## src/erx_macros.svh

```systemverilog
// shared sizes for the receive front end
// ERX_INVERT_PINS is fixed per board build, 1 only for the inverted variant
// changing ERX_WORDS or ERX_BURST_SLOT alters the frame format on the link

`ifndef ERX_MACROS_SVH
`define ERX_MACROS_SVH

// ############################
// widths
// ############################
`define ERX_PW 104            // mesh packet bits
`define ERX_SW 112            // raw sample bits, 7 words of 16

// ############################
// frame format
// ############################
`define ERX_WORDS 7           // words in a full frame
`define ERX_BURST_SLOT 3      // follow-on restarts at the fourth word

// pushback polarity, 0 normal board
`define ERX_INVERT_PINS 0

`endif

```

## src/erx_pkg.sv

```systemverilog
// types for the receive front end
// sample is word 0 in the low bits, as it arrives on the link
// packet layout matches the mesh packet bit order, access in bit 0

`include "erx_macros.svh"

package erx_pkg;

   // one DDR cycle, two bytes
   typedef logic [15:0] erx_word_t;

   // full frame as written by the pointer
   typedef logic [`ERX_SW-1:0] erx_sample_t;

   typedef logic [31:0] erx_addr_t;   // dstaddr and srcaddr
   typedef logic [31:0] erx_data_t;
   typedef logic [3:0]  erx_mode_t;   // ctrlmode

   // mesh packet, top bit first
   typedef struct packed
   {
      erx_addr_t  srcaddr;
      erx_data_t  data;
      erx_addr_t  dstaddr;
      erx_mode_t  ctrlmode;
      logic [1:0] datamode;
      logic       write;
      logic       access;
   } erx_packet_t;

   // decode to remap handoff
   typedef struct packed
   {
      erx_sample_t sample;
      logic        access;    // one cycle per complete sample
      logic        burst;     // level, follow-on in progress
   } erx_frame_t;

endpackage

```

## src/erx_io.sv

```systemverilog
// receive front end top, word and frame in, mesh packet out
// input is the DDR stage output, already in the rx_lclk domain
// no back-pressure on the receive path, waits only go to the pins
// rx_access latency varies with the slow phase, 1 to 4 cycles extra

`timescale 1ns/1ps

module erx_io
(
   input  logic                  rx_lclk,
   input  logic                  erx_io_nreset,
   input  erx_pkg::erx_word_t    rx_word,
   input  logic                  rx_frame,
   input  logic                  rx_wr_wait,
   input  logic                  rx_rd_wait,
   output logic                  rx_access,
   output logic                  rx_burst,
   output erx_pkg::erx_packet_t  rx_packet,
   output logic                  rxo_wr_wait,
   output logic                  rxo_rd_wait
);

   import erx_pkg::*;

   erx_frame_t   frame_w;     // decode to remap
   erx_packet_t  packet_w;    // remap to handoff
   logic         access_w;
   logic         burst_w;

   // ############################
   // decode
   // ############################
   erx_word_decode u_decode
   (
      .rx_lclk       (rx_lclk),
      .erx_io_nreset (erx_io_nreset),
      .rx_word       (rx_word),
      .rx_frame      (rx_frame),
      .frame_out     (frame_w)
   );

   // ############################
   // execute
   // ############################
   erx_packet_remap u_remap
   (
      .rx_lclk       (rx_lclk),
      .erx_io_nreset (erx_io_nreset),
      .frame_in      (frame_w),
      .packet        (packet_w),
      .access        (access_w),
      .burst         (burst_w)
   );

   // result, quarter rate side
   erx_slow_handoff u_handoff
   (
      .rx_lclk       (rx_lclk),
      .erx_io_nreset (erx_io_nreset),
      .access        (access_w),
      .burst         (burst_w),
      .packet        (packet_w),
      .rx_wr_wait    (rx_wr_wait),
      .rx_rd_wait    (rx_rd_wait),
      .rx_access     (rx_access),
      .rx_burst      (rx_burst),
      .rx_packet     (rx_packet),
      .rxo_wr_wait   (rxo_wr_wait),
      .rxo_rd_wait   (rxo_rd_wait)
   );

endmodule

```

## src/erx_packet_remap.sv

```systemverilog
// execute stage of the receive front end
// byte order on the link is most significant byte first per field
// packet only changes on an access strobe, so a burst follow-on keeps
// the dstaddr and modes of the sample it shares words 0 to 2 with

`timescale 1ns/1ps

`include "erx_macros.svh"

module erx_packet_remap
(
   input  logic                 rx_lclk,
   input  logic                 erx_io_nreset,
   input  erx_pkg::erx_frame_t  frame_in,
   output erx_pkg::erx_packet_t packet,
   output logic                 access,
   output logic                 burst
);

   import erx_pkg::*;

   erx_sample_t         s;           // short name for the shuffle
   logic [`ERX_PW-1:0]  shuffled;    // packet bits in mesh order

   assign s = frame_in.sample;

   // ############################
   // byte shuffle
   // ############################
   assign shuffled = {
      s[87:80], s[95:88], s[103:96], s[111:104],    // srcaddr
      s[55:48], s[63:56], s[71:64],  s[79:72],      // data
      s[11:8],  s[23:16], s[31:24],  s[39:32],      // dstaddr upper
      s[47:44],                                     // dstaddr low nibble
      s[15:12],                                     // ctrlmode
      s[43:42],                                     // datamode
      s[41],                                        // write
      s[40]                                         // access
   };

   // payload hold, loaded only on a strobe
   always_ff @(posedge rx_lclk)
   begin
      if (frame_in.access)
         packet <= erx_packet_t'(shuffled);
   end

   // burst level sampled with the packet
   always_ff @(posedge rx_lclk or negedge erx_io_nreset)
   begin
      if (!erx_io_nreset)
      begin
         access <= 1'b0;
         burst  <= 1'b0;
      end
      else
      begin
         access <= frame_in.access;   // one cycle behind decode
         if (frame_in.access)
            burst <= frame_in.burst;
      end
   end

endmodule

```

## src/erx_slow_handoff.sv

```systemverilog
// result stage of the receive front end
// the slow side is a quarter-rate enable inside rx_lclk, not a clock
// packets must be at least 4 cycles apart, a shorter gap merges strobes
// wait outputs reset to the inverted idle level when pins are inverted

`timescale 1ns/1ps

`include "erx_macros.svh"

module erx_slow_handoff
(
   input  logic                  rx_lclk,
   input  logic                  erx_io_nreset,
   input  logic                  access,
   input  logic                  burst,
   input  erx_pkg::erx_packet_t  packet,
   input  logic                  rx_wr_wait,
   input  logic                  rx_rd_wait,
   output logic                  rx_access,
   output logic                  rx_burst,
   output erx_pkg::erx_packet_t  rx_packet,
   output logic                  rxo_wr_wait,
   output logic                  rxo_rd_wait
);

   import erx_pkg::*;

   localparam logic INVERT_PINS = 1'(`ERX_INVERT_PINS);

   logic [2:0] valid;         // stretch shift register
   logic       access_wide;
   logic [1:0] phase;         // divide-by-4 phase
   logic       slow_en;

   // ############################
   // strobe stretch
   // ############################
   always_ff @(posedge rx_lclk or negedge erx_io_nreset)
   begin
      if (!erx_io_nreset)
         valid <= 3'b000;
      else if (access)
         valid <= 3'b111;
      else
         valid <= {valid[1:0], 1'b0};
   end

   // strobe cycle plus 3, lines up with the packet hold
   assign access_wide = access | valid[2];   // high 4 cycles per packet

   always_ff @(posedge rx_lclk or negedge erx_io_nreset)
   begin
      if (!erx_io_nreset)
         phase <= 2'd0;
      else
         phase <= phase + 2'd1;   // free running
   end

   assign slow_en = (phase == 2'd3);   // one slow edge per 4 cycles

   // ############################
   // slow side registers
   // ############################
   always_ff @(posedge rx_lclk)
   begin
      if (slow_en && access_wide)
         rx_packet <= packet;
   end

   always_ff @(posedge rx_lclk or negedge erx_io_nreset)
   begin
      if (!erx_io_nreset)
      begin
         rx_access <= 1'b0;
         rx_burst  <= 1'b0;
      end
      else if (slow_en)
      begin
         rx_access <= access_wide;   // held a full slow period
         if (access_wide)
            rx_burst <= burst;
      end
   end

   // pushback to the link pins, one cycle
   always_ff @(posedge rx_lclk or negedge erx_io_nreset)
   begin
      if (!erx_io_nreset)
      begin
         rxo_wr_wait <= INVERT_PINS;
         rxo_rd_wait <= INVERT_PINS;
      end
      else
      begin
         rxo_wr_wait <= rx_wr_wait ^ INVERT_PINS;
         rxo_rd_wait <= rx_rd_wait ^ INVERT_PINS;
      end
   end

endmodule

```

## src/erx_word_decode.sv

```systemverilog
// decode stage of the receive front end
// rx_word and rx_frame are assumed already in the rx_lclk domain
// a follow-on frame only refills words 3 to 6, the rest of the sample
// is kept from the packet before it
// sample has no reset, only valid once access has fired

`timescale 1ns/1ps

`include "erx_macros.svh"

module erx_word_decode
(
   input  logic                 rx_lclk,
   input  logic                 erx_io_nreset,
   input  erx_pkg::erx_word_t   rx_word,
   input  logic                 rx_frame,
   output erx_pkg::erx_frame_t  frame_out
);

   import erx_pkg::*;

   localparam int WW = $bits(erx_word_t);   // bits per word

   erx_word_t              word_q;          // registered word
   logic                   frame_q;         // registered frame
   logic [`ERX_WORDS-1:0]  wr_ptr;          // one-hot write slot
   erx_sample_t            sample;
   logic                   access;
   logic                   burst_det;

   // ############################
   // input register
   // ############################
   always_ff @(posedge rx_lclk)
   begin
      word_q <= rx_word;   // payload, no reset
   end

   always_ff @(posedge rx_lclk or negedge erx_io_nreset)
   begin
      if (!erx_io_nreset)
         frame_q <= 1'b0;
      else
         frame_q <= rx_frame;
   end

   // ############################
   // write pointer
   // ############################
   // last slot looks at the early frame bit to catch a burst
   always_ff @(posedge rx_lclk or negedge erx_io_nreset)
   begin
      if (!erx_io_nreset)
         wr_ptr <= `ERX_WORDS'(1);
      else if (wr_ptr[`ERX_WORDS-1] && rx_frame)
         wr_ptr <= `ERX_WORDS'(1) << `ERX_BURST_SLOT;   // anticipate follow-on
      else if (wr_ptr[`ERX_WORDS-1])
         wr_ptr <= `ERX_WORDS'(1);                      // wait for next frame
      else if (frame_q)
         wr_ptr <= {wr_ptr[`ERX_WORDS-2:0], 1'b0};       // mid frame
   end

   // word lands in the slot the pointer names
   // slot 0 gets idle words between frames, overwritten at frame start
   always_ff @(posedge rx_lclk)
   begin
      for (int i = 0; i < `ERX_WORDS; i++)
      begin
         if (wr_ptr[i])
            sample[i*WW +: WW] <= word_q;
      end
   end

   // ############################
   // access and burst
   // ############################
   // strobe rises with the last slot write, sample complete while high
   always_ff @(posedge rx_lclk or negedge erx_io_nreset)
   begin
      if (!erx_io_nreset)
         access <= 1'b0;
      else
         access <= wr_ptr[`ERX_WORDS-1];
   end

   // frame still high at access means a follow-on is coming
   always_ff @(posedge rx_lclk or negedge erx_io_nreset)
   begin
      if (!erx_io_nreset)
         burst_det <= 1'b0;
      else if (access && frame_q)
         burst_det <= 1'b1;
      else if (!frame_q)
         burst_det <= 1'b0;   // frame dropped, burst over
   end

   always_comb
   begin
      frame_out.sample = sample;
      frame_out.access = access;
      frame_out.burst  = burst_det;
   end

endmodule

```

## config.mk

```make
export PLATFORM = sky130hd
export DESIGN_NAME = erx_io
export DESIGN_NICKNAME = d
export VERILOG_FILES = /design/src/erx_pkg.sv /design/src/erx_io.sv /design/src/erx_packet_remap.sv /design/src/erx_slow_handoff.sv /design/src/erx_word_decode.sv
export VERILOG_INCLUDE_DIRS = /design/src
export SDC_FILE = /design/constraint.sdc
export NUM_CORES = 1
export LEC_CHECK = 0
export BUFFER_PORTS_ARGS = -buffer_cell sky130_fd_sc_hd__buf_2
export CAP_MARGIN = 20
export CORE_ASPECT_RATIO = 0.8
export CORE_MARGIN = 1
export CORE_UTILIZATION = 50
export CTS_BUF_LIST = sky130_fd_sc_hd__clkbuf_4 sky130_fd_sc_hd__clkbuf_8
export CTS_CLUSTER_DIAMETER = 30
export DETAILED_ROUTE_END_ITERATION = 16
export HOLD_SLACK_MARGIN = 0.03
export PLACE_DENSITY = 0.83
export SYNTH_ARGS = -nofsm -noshare
export SYNTH_HDL_FRONTEND = slang
export SYNTH_HIERARCHICAL = 1
export SYNTH_SLANG_ARGS = --single-unit
```

## constraint.sdc

```tcl
create_clock -name rx_lclk -period 3 [get_ports rx_lclk]
set_input_delay 0.15 -clock rx_lclk [delete_from_list [all_inputs] [get_ports rx_lclk]]
set_output_delay 0.15 -clock rx_lclk [all_outputs]
set_load 0.005 [all_outputs]
```

==> results of run 1 <==
[critical path, stage by stage, from the launching register on]
cell and delay (ns):
dfrtp_1 0.35, ha_1 0.18, o21ai_2 0.10, clkinvlp_4 0.08, buf_4 0.34, buf_16 0.33
[layout by cell type, fill, tap and decap left out]
master / instances
clkbuf_8: 55
dfxtp_1: 16
dfrtp_4: 1
clkinv_4: 1
mux2_4: 2
nor2_1: 6
a22o_1: 1
inv_1: 3
buf_2: 128
clkinvlp_4: 2
ha_1: 1
nand2_1: 1
or2_1: 2
edfxtp_1: 312
o21ai_2: 1
buf_16: 1
inv_6: 1
buf_4: 2
bufinv_16: 2
clkbuf_4: 28
dfstp_2: 1
clkinv_2: 3
clkinv_1: 3
o21a_1: 1
buf_12: 1
o21ai_0: 1
dfrtp_1: 19
mux2i_1: 6
dlygate4sd3_1: 20
[cell type report]
cell class	count	area (µm²)	area share, %
well taps	264	330.3	2.596
inverters	4	18.77	0.1475
multi-input cells	22	171.4	1.347
clock inverters	11	111.4	0.8753
clock buffers	83	967.2	7.602
flip-flops and latches	349	10220	80.33
repair buffers	152	903.4	7.101
[stage by stage]
step / utilization [%] / instance area [µm²] / hold slack (ns) / total power [µW] / setup slack [ns]
final: 63.16 / 12720 / 0.09431 / 10070 / 1.170
after global routing: 63.16 / 12720 / 0.1050 / 10450 / 1.061
after CTS: 63.02 / 12690 / 0.06406 / 10190 / 0.8607
after detailed placement: 56.67 / 11420 / 0.1224 / 6357 / 0.8741
after global placement: 56.67 / 11420 / 0.1073 / 6314 / 1.007
after floorplan: - / 10440 / -0.1456 / 6142 / 0.3638
[flip-flops by register name, summed over array words and instances, names as in the netlist]
signal and flops:
u_decode/access 1, u_decode/burst_det 1, u_decode/frame_q 1, u_decode/sample 104, u_decode/word_q 16, u_decode/wr_ptr 7
u_handoff/phase 2, u_handoff/rx_access 1, u_handoff/rx_burst 1, u_handoff/rx_packet 104, u_handoff/rxo_rd_wait 1, u_handoff/rxo_wr_wait 1
u_handoff/valid 3, u_remap/access 1, u_remap/burst 1, u_remap/packet 104
[layer usage]
layer | vias to the layer above | track usage (%)
met4 | 0 | 5.864
met3 | 19 | 3.851
li1 | 1909 | -
met1 | 2100 | 20.79
met2 | 152 | 23.66
met5 | - | 0
[power by group through the flow]
stage,sequential (µW),clock (µW),combinational [µW]
after floorplan,6030,0,111
after global placement,6180,0,138
after detailed placement,6210,0,148
after CTS,6110,3910,169
after global routing,6140,4120,183
final,6100,3800,166
[how the worst max path moves through the flow]
stage               depth (start not counted)                       to  slack (ns)          startpoint
global route                                5  u_handoff/rx_packet[98]        1.06  u_handoff/phase[0]
CTS                                         4  u_handoff/rx_packet[37]        0.86  u_handoff/phase[0]
finish                                      5  u_handoff/rx_packet[56]        1.17  u_handoff/phase[0]
detailed placement                          4   u_handoff/rx_packet[5]        0.87  u_handoff/phase[0]
floorplan                                   3   u_handoff/rx_packet[0]        0.36  u_handoff/phase[0]
global placement                            4  u_handoff/rx_packet[25]        1.01  u_handoff/phase[0]
==> flow_summary.yaml, run 1 <==
power_and_ir_drop:
  p_sw_share_pct: 19.78
  vdd_drop_max_v: 0.0003906
  p_int_uw: 8077
  power.share.clock_pct: 37.8
  power_frac_seq_pct: 60.6
  combPwrFrac_pct: 1.6
  p_sw_uw: 1991
  p_per_area_nw_per_um2: 791.4
  power.leakage_uw: 0.004528
placement:
  placed_cells: 770
  gp_congestion: 0.7723
  port_buffers: 128
  hpwl_um: 9158
clock_network:
  root_buffer: "clkbuf_8"
  holdBufCountCts: 20
  cts_setup_buffers: 0
  clk_latency_ns: 0.54
  cts_buffers: 50
  cts_tree: "yes"
  htree_levels: 2
  path_clk_slew_ns: 0.06
  cts.path.max_buffers: 3
  cts-resized-gates: 0
  numClockSinks: 349
routing:
  wl_met3_um: 978
  viasPerCell: 4.723
  num_vias: 4180
  wl_per_cell_um: 17.80
  drt_iter0_markers: 227
  wl_met2_um: 7669
  wl_met1_um: 6869
  maxUsedRoutingLayer: "met4"
  drc: 0
  drtPass1Iterations: 4
  ant_nets: 0
  routed_wl_um: 15750
floorplan:
  die_w_um: 163.5
  core_area_um2: 20140
  die_height_um: 131.2
  die_area_um2: 21460
  start_util_pct: 51.81
  row_count: 46
  ios: 129
critical_path:
  cp-start-kind: "flip-flop"
  reg2reg_to: "u_handoff/rx_packet[56]"
  path_class: "flip-flop to flip-flop"
  r2r_cells: 5
  cp.required_ns: 3.19
  endpoint_kind: "flip-flop"
  worstPathMaxFanout: 78
  r2r_start: "u_handoff/phase[0]"
  r2r_slack_ns: 1.17
  critPathArrivalTime_ns: 2.02
layout:
  layout.nets: 601
  synthToLayoutAreaGrowth_pct: 21.90
  fill_cells: 1291
  fin_cells: 885
  antenna_cells: 0
  drive_gt1_share_pct: 36.88
sta:
  rsz0062_at_grt: "false"
  hold_violations: 0
  max_freq_ghz: 0.5465
  worst_pin_slew_ns: 1.017
  relSlewSlack_pct: 32.19
  timing.final.crit_share_pct: 61.00
  finClkSkew_ns: 0.01097
  slew_violations: 0
  fin_crit_ns: 1.830
  setup_violations: 0
  setup_tns_ns: 0
run_status:
  status: "complete, no violations"
grt:
  grt_util_all_layers_pct: 15.19
  grt_pass1_vias: 4279
  overflow: 0
  grt_pass1_wl_um: 23830
  antenna_found_initial: 0
  grt_max_degree: 105
logic_synthesis:
  ys_warn_count: 6
  syn_nets: 401
  synthCells: 379
  netlist_area_um2: 10440
  postSynthAreaPerCell_um2: 27.54
flow_run:
  maxCapViolations: 0
worst_hold_path:
  min_path_type: "primary input to async pin"
No activity file was read; power rests on OpenSTA's default activity.
==> run 2: changes to the inputs <==
clock period = 1.6 ns   (was 3 ns; I/O delays follow)
==> run 2 against run 1 <==
Net effect: via count grew 1.1%; utilization rose by 0.22 points; register-to-register slack worse by 1.0 ns; critical path depth decreased by 1; total power is 84% higher; combinational power grew to 4.1 times the previous value; fmax up 25%; clock skew about the same; die area is the same; sequential cell count stayed put; first-iteration DRC count grew 27%; global-route usage rose by 0.54 points; critical path type unchanged; critical endpoint is now u_handoff/rx_packet[40]; largest cell class unchanged; highest routed layer unchanged.
==> flow_summary.yaml, run 2 (synthesis results as in run 1) <==
floorplan:
  die_w_um: 163.5
  start_util_pct: 51.81
  die_height_um: 131.2
  ios: 129
  die_area_um2: 21460
  core_area_um2: 20140
  row_count: 46
routing:
  drt_iter0_markers: 289
  viasPerCell: 4.724
  drc: 0
  num_vias: 4228
  drtPass1Iterations: 4
  routed_wl_um: 16330
  wl_per_cell_um: 18.24
  ant_nets: 0
grt:
  grt_max_degree: 72
  grt_pass1_wl_um: 24830
  antenna_found_initial: 0
  grt_pass1_vias: 4491
  overflow: 0
  grt_util_all_layers_pct: 15.74
placement:
  dp_slack_ns: 0.1424
  hpwl_um: 10140
  placed_cell_area_um2: 11560
  gp_congestion: 0.7816
  port_buffers: 128
critical_path:
  worstPathMaxFanout: 69
  endpoint_kind: "flip-flop"
  critPathArrivalTime_ns: 1.66
  path_class: "flip-flop to flip-flop"
  cpPeakStageDelay_ns: 0.35
  path_cells: "ha_2 -> o21ai_4 -> clkinvlp_4 -> buf_12"
  r2r_cells: 4
  slowest_stage: "dfrtp_1"
  cp-start-kind: "flip-flop"
  cp.required_ns: 1.80
sta:
  rsz0062_at_grt: "false"
  setup_violations: 0
  fin_ws_ns: 0.1378
  fin_crit_ns: 1.462
  slew_violations: 0
  finClkSkew_ns: 0.01133
  worst_pin_slew_ns: 0.4622
  hold_violations: 0
  timing.final.crit_share_pct: 91.39
  max_freq_ghz: 0.6839
  relSlewSlack_pct: 69.19
layout:
  synthToLayoutAreaGrowth_pct: 22.34
  postLayoutCellArea_um2: 12770
  layout.nets: 612
  finish.utilization_pct: 63.38
  antenna_cells: 0
  register_area_um2: 10220
  drive_gt1_share_pct: 36.61
  layout_common_cells: "edfxtp_1, buf_2, clkbuf_8, clkbuf_4, dlygate4sd3_1"
  layout_commonest_cell: "edfxtp_1"
  fill_cells: 1283
  top_regs: "u_decode/sample (104), u_handoff/rx_packet (104), u_remap/packet (104)"
  multiInputGateArea_um2: 181.4
clock_network:
  cts.path.max_buffers: 3
  cts-resized-gates: 0
  clk_latency_ns: 0.54
  path_clk_slew_ns: 0.06
  numClockSinks: 349
  cts_tree: "yes"
  root_buffer: "clkbuf_8"
  cts_setup_buffers: 0
  htree_levels: 2
  cts_buffers: 51
power_and_ir_drop:
  power.leakage_uw: 0.004530
  p_per_area_nw_per_um2: 1447
  vdd_drop_max_v: 0.0007254
worst_hold_path:
  min_path_type: "primary input to async pin"
flow_run:
  maxCapViolations: 0
run_status:
  status: "complete, no violations"
-- run 2: metal layers --
layer  up-vias  global-route usage (%)  share of wire [%]
li1       1929                       -                  -
met1      2090                   20.67                 43
met4         0                   5.710                2.1
met5         -                       0                  0
met3        34                   4.293                7.1
met2       175                   25.33                 48
-- run 2: repair_timing --
action / in CTS / in global routing
hold buffers: 22 / 0
endpoints found under the setup margin: 0 / 1
hold endpoints to repair: 42 / 0
-- run 2: per-stage QoR --
| stage | setup TNS (ns) | total power, µW | std cells | hold WS (ns) |
|---|---|---|---|---|
| 2_1_floorplan | -100.83 | 11520 | 379 | -0.2156 |
| 3_3_place_gp | 0 | 11940 | 780 | 0.04413 |
| 3_5_place_dp | 0 | 12020 | 780 | 0.06328 |
| 4_1_cts | 0 | 18700 | 896 | 0.04249 |
| 5_1_grt | 0 | 19190 | 895 | 0.07303 |
| 6_report | 0 | 18470 | 895 | 0.02448 |
-- run 2: power by group --
group | switching [µW] | internal (µW)
Combinational | 441 | 231
Clock | 3050 | 3570
Sequential | 330 | 10800
-- run 2: final timing paths --
check                                     from                 endpoint  slack [ns]
max                         u_handoff/phase[0]  u_handoff/rx_packet[40]        0.14
min                              erx_io_nreset       u_decode/wr_ptr[6]        0.02
max reg2reg                 u_handoff/phase[0]  u_handoff/rx_packet[40]        0.14
min reg2reg                u_decode/sample[50]       u_remap/packet[66]        0.41
max in group asynchronous        erx_io_nreset       u_decode/wr_ptr[3]        0.62
min in group rx_lclk                rx_word[6]       u_decode/word_q[6]        0.17
-- run 2: final cells by class --
cell class                      instances  area share [%]
Clock buffer                           74           6.899
Multi-Input combinational cell         22           1.421
Timing Repair Buffer                  162           8.016
Inverter                                4          0.1470
Clock inverter                         20          0.8820
Sequential cell                       349           80.05
Tap cell                              264           2.587
-- run 2: worst max-delay path: cells and delay by family (launching register included) --
kind	cells	cell delay, ns
compound gates	1	0.08
fa+ha+maj	1	0.21
buf+inv	2	0.42
flops	1	0.35
